===== config.mk =====
export PLATFORM = sky130hd
export DESIGN_NAME = mmio_cpl_top
export DESIGN_NICKNAME = d
export VERILOG_FILES = /design/src/mmio_cpl_pkg.sv /design/src/mmio_read_tracker.sv /design/src/mmio_rsp_fifo.sv /design/src/mmio_cpl_builder.sv /design/src/mmio_cpl_top.sv
export SDC_FILE = /design/constraint.sdc
export NUM_CORES = 1
export LEC_CHECK = 0
export BUFFER_PORTS_ARGS = -buffer_cell sky130_fd_sc_hd__buf_2
export CAP_MARGIN = 20
export CORE_MARGIN = 2
export CORE_UTILIZATION = 40
export CTS_CLUSTER_SIZE = 8
export DETAILED_ROUTE_END_ITERATION = 10
export MAX_ROUTING_LAYER = met4
export REMOVE_ABC_BUFFERS = 1
export SKIP_LAST_GASP = 1
export SYNTH_ARGS = -nofsm -noshare
export SYNTH_HDL_FRONTEND = slang
export SYNTH_HIERARCHICAL = 1
export SYNTH_SLANG_ARGS = --single-unit

===== constraint.sdc =====
create_clock -name clk -period 16.36 [get_ports clk]
set_input_delay 3.272 -clock clk [delete_from_list [all_inputs] [get_ports clk]]
set_output_delay 3.272 -clock clk [all_outputs]
set_load 0.005 [all_outputs]

===== src/mmio_cpl_pkg.sv =====
`default_nettype none

// Shared types and constants for the MMIO read completion path
// A host read request is remembered by tag until the register slave answers
// under the same tag, then both halves are merged into one completion
package mmio_cpl_pkg;

    // Tag space of the host read requests
    localparam int TAG_WIDTH = 5;

    // One table slot per possible tag
    localparam int MAX_OUTSTANDING_RD = 32;

    // Format and type byte of a completion with data, 3DW header
    localparam logic [7:0] CPL_FMTTYPE_CPLD = 8'h4a;

    // Host read request as seen on the request port
    // Only the details needed later to build the completion are carried
    typedef struct packed {
        logic [TAG_WIDTH-1:0] tag;
        // Requester ID is echoed back so the host can route the completion
        logic [15:0] requester_id;
        // Low address bits of the original read
        logic [6:0] lower_addr;
        // Read size in bytes, 4 or 8 for register reads
        logic [11:0] byte_count;
    } t_mmio_host_req;

    // Read data from the register slave
    typedef struct packed {
        // Tag copied from the request being answered
        logic [TAG_WIDTH-1:0] tag;
        logic [63:0] payload;
    } t_mmio_afu_rsp;

    // One response FIFO record
    // The response is stored together with the request details found for its tag
    typedef struct packed {
        t_mmio_afu_rsp rsp;
        t_mmio_host_req req;
    } t_mmio_rsp_entry;

    // Completion header fields
    typedef struct packed {
        logic [7:0] fmttype;
        // Length in dwords
        logic [9:0] length;
        // Remaining byte count, equal to the request size for a single completion
        logic [11:0] byte_count;
        logic [15:0] requester_id;
        logic [TAG_WIDTH-1:0] tag;
        logic [6:0] lower_addr;
    } t_mmio_cpl_hdr;

    // Completion record leaving the design
    typedef struct packed {
        t_mmio_cpl_hdr hdr;
        // Up to two dwords of read data
        logic [63:0] payload;
    } t_mmio_cpl;

endpackage

`default_nettype wire


===== src/mmio_read_tracker.sv =====
`default_nettype none
`timescale 1ns/1ps

// Keeps the details of every outstanding host read by tag
// Responses look their request up combinationally through rsp.tag
// Also watches the tag protocol and raises a sticky error on misuse
module mmio_read_tracker
(
    input  logic clk,
    input  logic reset_n,

    // Host read requests are always accepted
    input  logic req_valid,
    input  mmio_cpl_pkg::t_mmio_host_req req,

    // Slave response and its transfer strobe
    input  mmio_cpl_pkg::t_mmio_afu_rsp rsp,
    input  logic rsp_fire,

    // Response joined with the request details for its tag
    output mmio_cpl_pkg::t_mmio_rsp_entry entry,

    output logic error
);

    import mmio_cpl_pkg::*;

    // Request held one cycle before it reaches the table
    logic req_valid_q;
    t_mmio_host_req req_q;

    // Request details indexed by tag
    t_mmio_host_req meta_table [MAX_OUTSTANDING_RD];

    // One bit per tag, set while a read is outstanding
    logic [MAX_OUTSTANDING_RD-1:0] tag_active;
    logic [MAX_OUTSTANDING_RD-1:0] tag_set;
    logic [MAX_OUTSTANDING_RD-1:0] tag_clr;

    logic tag_released;
    logic req_dup;
    logic rsp_orphan;

    // Valid bit of the registered request
    always_ff @(posedge clk)
    begin
        req_valid_q <= req_valid;

        if (!reset_n)
        begin
            req_valid_q <= 1'b0;
        end
    end

    always_ff @(posedge clk)
    begin
        if (req_valid)
        begin
            req_q <= req;
        end
    end

    // The table is written one edge after the request was seen,
    // so a response may use the tag from the edge after that
    always_ff @(posedge clk)
    begin
        if (req_valid_q)
        begin
            meta_table[req_q.tag] <= req_q;
        end
    end

    // Combinational lookup with the tag of the pending response
    assign entry.rsp = rsp;
    assign entry.req = meta_table[rsp.tag];

    // A tag freed by a response in this cycle may be reused by a new request
    assign tag_released = rsp_fire && (rsp.tag == req.tag);

    // Request for a tag that is still in use
    assign req_dup = req_valid && tag_active[req.tag] && !tag_released;

    // Response for a tag that has no read outstanding
    assign rsp_orphan = rsp_fire && !tag_active[rsp.tag];

    always_comb
    begin
        tag_set = '0;
        tag_clr = '0;

        if (req_valid)
        begin
            tag_set[req.tag] = 1'b1;
        end

        if (rsp_fire)
        begin
            tag_clr[rsp.tag] = 1'b1;
        end
    end

    // Set wins over clear so a same-cycle reuse leaves the tag active
    always_ff @(posedge clk)
    begin
        tag_active <= (tag_active & ~tag_clr) | tag_set;

        // Error stays set until the next reset
        if (req_dup || rsp_orphan)
        begin
            error <= 1'b1;
        end

        if (!reset_n)
        begin
            tag_active <= '0;
            error <= 1'b0;
        end
    end

endmodule

`default_nettype wire


===== src/mmio_rsp_fifo.sv =====
`default_nettype none
`timescale 1ns/1ps

// Circular buffer for joined response records
// The head is visible on first without a cycle of delay
module mmio_rsp_fifo
#(
    parameter int FIFO_DEPTH = 2
)
(
    input  logic clk,
    input  logic reset_n,

    // Write side
    input  logic enq_en,
    input  mmio_cpl_pkg::t_mmio_rsp_entry enq_data,
    output logic not_full,

    // Read side
    input  logic deq,
    output mmio_cpl_pkg::t_mmio_rsp_entry first,
    output logic not_empty
);

    import mmio_cpl_pkg::*;

    // A depth of one still needs a one bit pointer
    localparam int PTR_WIDTH = (FIFO_DEPTH > 1) ? $clog2(FIFO_DEPTH) : 1;

    // Count runs from zero up to FIFO_DEPTH inclusive
    localparam int CNT_WIDTH = $clog2(FIFO_DEPTH + 1);

    t_mmio_rsp_entry mem [FIFO_DEPTH];

    logic [PTR_WIDTH-1:0] wr_ptr;
    logic [PTR_WIDTH-1:0] rd_ptr;
    logic [CNT_WIDTH-1:0] count;

    logic do_enq;
    logic do_deq;

    // Pointer step with an explicit wrap for depths that are not powers of two
    function automatic logic [PTR_WIDTH-1:0] ptr_inc(input logic [PTR_WIDTH-1:0] ptr);
        if (ptr == PTR_WIDTH'(FIFO_DEPTH - 1))
        begin
            return '0;
        end
        return ptr + 1'b1;
    endfunction

    assign not_full = (count != CNT_WIDTH'(FIFO_DEPTH));
    assign not_empty = (count != '0);

    // When full, a write is still taken if the head leaves in the same cycle
    assign do_deq = deq && not_empty;
    assign do_enq = enq_en && (not_full || do_deq);

    assign first = mem[rd_ptr];

    // Entries are written at the write pointer on every enqueue
    always_ff @(posedge clk)
    begin
        if (do_enq)
        begin
            mem[wr_ptr] <= enq_data;
        end
    end

    always_ff @(posedge clk)
    begin
        if (do_enq)
        begin
            wr_ptr <= ptr_inc(wr_ptr);
        end

        if (do_deq)
        begin
            rd_ptr <= ptr_inc(rd_ptr);
        end

        // Occupancy moves only when exactly one side is active
        case ({do_enq, do_deq})
            2'b10: count <= count + 1'b1;
            2'b01: count <= count - 1'b1;
            default: count <= count;
        endcase

        if (!reset_n)
        begin
            wr_ptr <= '0;
            rd_ptr <= '0;
            count <= '0;
        end
    end

endmodule

`default_nettype wire


===== src/mmio_cpl_builder.sv =====
`default_nettype none
`timescale 1ns/1ps

// Turns the FIFO head into a completion and holds it in a registered
// valid/ready output stage
module mmio_cpl_builder
(
    input  logic clk,
    input  logic reset_n,

    // FIFO head and its handshake
    input  mmio_cpl_pkg::t_mmio_rsp_entry first,
    input  logic not_empty,
    output logic deq,

    // Completion stream
    output logic cpl_valid,
    output mmio_cpl_pkg::t_mmio_cpl cpl,
    input  logic cpl_ready
);

    import mmio_cpl_pkg::*;

    // Header built from the current FIFO head
    t_mmio_cpl_hdr cpl_hdr;

    // Output stage can take a new completion this cycle
    logic stage_load;

    always_comb
    begin
        cpl_hdr.fmttype = CPL_FMTTYPE_CPLD;

        // Byte count is a multiple of four, so dropping two bits gives dwords
        cpl_hdr.length = first.req.byte_count[11:2];

        // Request details recorded when the host read arrived
        cpl_hdr.byte_count = first.req.byte_count;
        cpl_hdr.requester_id = first.req.requester_id;
        cpl_hdr.lower_addr = first.req.lower_addr;

        // Tag comes from the slave response
        cpl_hdr.tag = first.rsp.tag;
    end

    // The stage is free when empty or when its completion leaves now
    assign stage_load = !cpl_valid || cpl_ready;

    // Head leaves the FIFO exactly when it moves into the stage
    assign deq = not_empty && stage_load;

    // Payload side of the stage, only written on a real load so the
    // completion holds still under back-pressure
    always_ff @(posedge clk)
    begin
        if (deq)
        begin
            cpl.hdr <= cpl_hdr;
            cpl.payload <= first.rsp.payload;
        end
    end

    // Valid of the stage
    always_ff @(posedge clk)
    begin
        if (stage_load)
        begin
            cpl_valid <= not_empty;
        end

        if (!reset_n)
        begin
            cpl_valid <= 1'b0;
        end
    end

endmodule

`default_nettype wire


===== src/mmio_cpl_top.sv =====
`default_nettype none
`timescale 1ns/1ps

// MMIO read completion generator
// Requests are tracked by tag, responses are joined with their request
// details and queued, and completions leave through a valid/ready stage
module mmio_cpl_top
#(
    parameter int FIFO_DEPTH = 2
)
(
    input  logic clk,
    input  logic reset_n,

    // Host read requests, no ready
    input  logic req_valid,
    input  mmio_cpl_pkg::t_mmio_host_req req,

    // Register slave responses
    input  logic rsp_valid,
    input  mmio_cpl_pkg::t_mmio_afu_rsp rsp,
    output logic rsp_ready,

    // Completions to the host
    output logic cpl_valid,
    output mmio_cpl_pkg::t_mmio_cpl cpl,
    input  logic cpl_ready,

    // Sticky tag protocol error
    output logic error
);

    import mmio_cpl_pkg::*;

    // Response accepted into the FIFO
    logic rsp_fire;

    // Record entering the FIFO and record at its head
    t_mmio_rsp_entry rsp_entry;
    t_mmio_rsp_entry fifo_first;

    logic fifo_not_empty;
    logic fifo_deq;

    // Back-pressure to the slave is the FIFO's free space
    assign rsp_fire = rsp_valid && rsp_ready;

    mmio_read_tracker tracker
    (
        .clk(clk),
        .reset_n(reset_n),
        .req_valid(req_valid),
        .req(req),
        .rsp(rsp),
        .rsp_fire(rsp_fire),
        .entry(rsp_entry),
        .error(error)
    );

    mmio_rsp_fifo
    #(
        .FIFO_DEPTH(FIFO_DEPTH)
    )
    rsp_fifo
    (
        .clk(clk),
        .reset_n(reset_n),
        .enq_en(rsp_fire),
        .enq_data(rsp_entry),
        .not_full(rsp_ready),
        .deq(fifo_deq),
        .first(fifo_first),
        .not_empty(fifo_not_empty)
    );

    mmio_cpl_builder builder
    (
        .clk(clk),
        .reset_n(reset_n),
        .first(fifo_first),
        .not_empty(fifo_not_empty),
        .deq(fifo_deq),
        .cpl_valid(cpl_valid),
        .cpl(cpl),
        .cpl_ready(cpl_ready)
    );

endmodule

`default_nettype wire


[After elaboration in Yosys (flattened, before gate mapping)]
Memory sizes are Yosys's and may differ from the RTL's. A register that Yosys moved wholly into a read port is not among the register bits.
Index checks and enable logic that the tools add are counted.
Word-level totals
  register bits after elaboration: 193
  latch bits: 0
  RAM bits: 1498
  bits in read-only memories: 0
  word-level logic and storage cells: 77
  memories kept: 2
Cells by class
  $add $sub $neg: 4
  multipliers: 0
  div/mod/pow operators: 0
  magnitude comparators: 4
  equality and inequality tests: 4
  shifts and indexed selects: 0
  multiplexer cells: 25
  bitwise logic cells: 3
  reduce and logical (&&, ||, !) cells: 18
Memories
  tracker.meta_table: depth 32, width 40, read ports 1, clocked after Yosys merged registers in 0, wr ports 1, line mmio_read_tracker.sv:33  | t_mmio_host_req meta_table [MAX_OUTSTANDING_RD];
  rsp_fifo.mem: depth 2, width 109, read ports 1, clocked after Yosys merged registers in 1, wr ports 1, line mmio_rsp_fifo.sv:33  | t_mmio_rsp_entry mem [FIFO_DEPTH];
Operator list (count)
  32-bit two-way mux: 2
  32-bit bitwise AND: 1
  32-bit NOT: 1
  32-bit OR: 1
  1-bit two-way mux: 18
  5-bit by 6-bit < comparator with 1-bit output, second input constant: 2
  1-bit binary-select mux with 5-bit select: 2
  1-bit demux with 5-bit select: 2
  5-bit by 1-bit >= comparator with 1-bit output, second input constant: 2
  1-bit logical AND: 10
  5-bit == test: 1
  2-bit case mux with 2 select lines: 1
  2-bit nonzero test: 2
  1-bit zero test: 3
  1-bit logical OR: 3
  1-bit adder, second input constant: 2
  2-bit by 1-bit adder with 2-bit output, second input constant: 1
  2-bit by 1-bit == test with 1-bit output, second input constant: 1
  2-bit == test, second input constant: 1
  2-bit != test, second input constant: 1
  2-bit by 1-bit subtractor with 2-bit output, second input constant: 1

[Logic depth before layout (Yosys ltp)]
  word-level depth: 8
  mapped depth: 8
  depth with buffers taken out: 6

[Modules after synthesis]
Netlist, hierarchy kept.
Modules (own cells, without submodules)
  mmio_read_tracker: instances 1, cells each 2313, area an instance 51707.1 sq um, sequential area each 40318.7 sq um
  mmio_rsp_fifo: instances 1, cells each 368, area an instance 8134.1 sq um, sequential area each 6646.4 sq um
  mmio_cpl_builder: instances 1, cells each 128, area an instance 3313.2 sq um, sequential area each 3143.0 sq um
  mmio_cpl_top: instances 1, cells each 1, area an instance 6.3 sq um, sequential area each 0.0 sq um

[Worst setup path after synthesis]
OpenSTA, ideal clock, no wires.
  kind: input to register
  start: input port cpl_ready
  end: memory rsp_fifo/mem[1][0] (netlist bit), enable pin
  arrival: 13166 ps
  required time: 15783 ps
  setup slack: 2616 ps
  stages: 4
  cell sequence: nor2b_4 > nor2b_1 > o21ai_2 > nor2_1
Between the ends
  cells in the longest elaborated chain, start to end: 7
RTL lines
  start: declaration: line mmio_cpl_top.sv:27  | input logic cpl_ready,
  1-bit logical OR: line mmio_cpl_builder.sv:47  | assign stage_load = !cpl_valid || cpl_ready;
  1-bit logical AND: line mmio_cpl_builder.sv:50  | assign deq = not_empty && stage_load;
  via fifo_deq: line mmio_cpl_top.sv:43  | logic fifo_deq;
  1-bit logical AND: line mmio_rsp_fifo.sv:55  | assign do_deq = deq && not_empty;
  1-bit logical OR: line mmio_rsp_fifo.sv:56  | assign do_enq = enq_en && (not_full || do_deq);
  1-bit logical AND: line mmio_rsp_fifo.sv:56
  1-bit two-way mux: line mmio_rsp_fifo.sv:63  | if (do_enq)
  1-bit two-way mux (implied by the code): line mmio_rsp_fifo.sv:65  | mem[wr_ptr] <= enq_data;
  end: declaration: line mmio_rsp_fifo.sv:33
The timed path passes the listed nets, and every way through them passes these cells.

==> impl_metrics.csv <==
group,metric,value,unit
clocking,worst_skew_pair.late_latency,0.82,ns
timing,slew_headroom,24.12,%
floorplanning,die_y,381.2,um
clocking,post_cts_buffers,0,
logic_synthesis,syn_inst,2570,
layout,final_common_cell,"edfxtp_1",
clocking,clkTransAtPathRegs,0.05,ns
pwr,ir_drop,0.0001119,V
layout,drive_gt1_share,33.39,%
clocking,cts_resized,0,
critical_path,critPathKind,"in -> reg",
timing,rsz0062_at_grt,"false",
logic_synthesis,yosysWarnings,6,
route,wl_per_cell,29.73,um
critical_path,reg2regPathDepth,6,
place,detailedPlace.worstSlack,8.905,ns
global_routing,grt-ovfl-total,0,
timing,final.period_utilization,40.35,%
clocking,cts_buffers,207,
logic_synthesis,syn_area,0.05692,mm2
critical_path,startpoint_type,"input port",
timing,tns,0,ns
route,routed_wirelength,142100,um
layout,syn_to_final_growth,15.05,%
global_routing,grt_max_degree,101,
place,io_buffers,230,
layout,nFillCells,11475,
critical_path,r2r_slack,12.93,ns
timing,period_needed,6.602,ns
pwr,power_density,133.0,mW/mm2
clocking,postCtsHoldBufs,0,
clocking,cts_tree,"done",
critical_path,r2r_start,"rsp_fifo/count[1]",
global_routing,grt.total_usage,20.11,%
timing,fmax,0.1515,GHz
logic_synthesis,syn_area_per_cell,22.15,um2
place,dpl.hpwl,71100,um
floorplanning,die_x,381.2,um
floorplanning,die_area,0.1453,mm2
timing,setup_viol,0,
timing,worst_pin_slew,1.138,ns
layout,fin_util,46.31,%
floorplanning,coreArea,0.1414,mm2
pwr,leakagePower,20.71,nW
route,drc_errors,0,
critical_path,setup.worst_path.end,"rsp_fifo/mem[0][23]",
place,gp_congestion,0.7711,
pwr,finalPower,8.709,mW
timing,fin_ws,9.758,ns
flow_run,drv_cap,0,
min_path,min_path_type,"reg -> reg",
global_routing,grt_pass1_wl,202100,um
timing,hold_viol,0,
floorplanning,initial_core_util,40.25,%
global_routing,grt_antenna_before_repair,6,
critical_path,crit_path_max_fanout,94,
floorplanning,ioPinCount,239,
route,drtIter0Drc,2982,
critical_path,cp.arrival,7.11,ns
clocking,cts_buffer_depth,3,
critical_path,crit_start,"rsp[65]",
critical_path,crit_path_end_kind,"flop",
clocking,numClockSinks,1512,
critical_path,cp.required,16.87,ns
floorplanning,fp-row-count,138,
route,via_per_inst,5.698,
global_routing,grt_pass1_vias,28539,
critical_path,r2r_end,"rsp_fifo/mem[1][91]",
route,num_vias,27229,
route,detail-route-antenna-nets,0,
route,first_pass_iters,5,
layout,nets,2962,
timing,fin_skew,0.03201,ns
status,status,"finished clean",
clocking,root_buffer,"clkbuf_16",
timing,slew_violations,0,
clocking,cts-htree-levels,4,
layout,layout.cells.most_common_list,"edfxtp_1, mux4_2, buf_2",
==> through the flow <==
step           area (um2)  hold slack [ns]  instances
2_1_floorplan       55550           0.4514       2350
3_3_place_gp        59830           0.4784       4526
3_5_place_dp        59890           0.4886       4529
4_1_cts             65470           0.4960       4771
5_1_grt             65480           0.5239       4777
6_report            65490           0.4996       4779
==> flip-flops by register name, summed over array words and instances, names as in the netlist, named ones only <==
| signal | count |
|---|---|
| builder/cpl | 104 |
| builder/cpl_valid | 1 |
| rsp_fifo/count | 2 |
| rsp_fifo/mem | 208 |
| rsp_fifo/rd_ptr | 1 |
| rsp_fifo/wr_ptr | 1 |
| tracker/error | 1 |
| tracker/meta_table | 1120 |
| tracker/req_q | 40 |
| tracker/req_valid_q | 1 |
| tracker/tag_active | 32 |
==> worst min path at each step <==
| stage | start | end | slack (ns) | depth (start not counted) |
|---|---|---|---|---|
| CTS | tracker/tag_active[6] | tracker/tag_active[6] | 0.50 | 2 |
| floorplan | rsp_fifo/wr_ptr | rsp_fifo/wr_ptr | 0.45 | 2 |
| detailed placement | tracker/tag_active[6] | tracker/tag_active[6] | 0.49 | 2 |
| finish | tracker/tag_active[6] | tracker/tag_active[6] | 0.50 | 2 |
| global route | tracker/tag_active[19] | tracker/tag_active[19] | 0.52 | 2 |
| global placement | tracker/tag_active[7] | tracker/tag_active[7] | 0.48 | 2 |
==> report_power, final <==
part	internal [mW]	switching, mW
logic	0.174	0.246
registers	4.44	0.0900
clock network	2.26	1.50
total	6.87	1.84
==> cell type report <==
cell class,count,area [um2],area share (%)
clock buffers,228,5323,8.128
clock inverters,14,254.0,0.3879
well taps,1890,2365,3.611
repair buffers,289,1669,2.549
flip-flops and latches,1512,45010,68.73
diodes,8,20.02,0.03057
multi-input cells,836,10840,16.55
inverters,2,7.507,0.01146
==> worst max-delay path: stages <==
cell     delay [ns]
buf_8          0.54
buf_4          0.75
buf_4          0.78
buf_4          0.75
mux4_2         0.41
a22oi_1        0.28
nand4_1        0.17
==> layer usage <==
| metal | routed length [um] | up-vias | global-route usage (%) |
|---|---|---|---|
| li1 | - | 11123 | - |
| met1 | 54200 | 14484 | 24.43 |
| met2 | 71350 | 1306 | 32.91 |
| met3 | 11540 | 316 | 4.529 |
| met4 | 5002 | 0 | 7.576 |
| met5 | 0 | - | - |
Power figures use the tool's default switching activity.
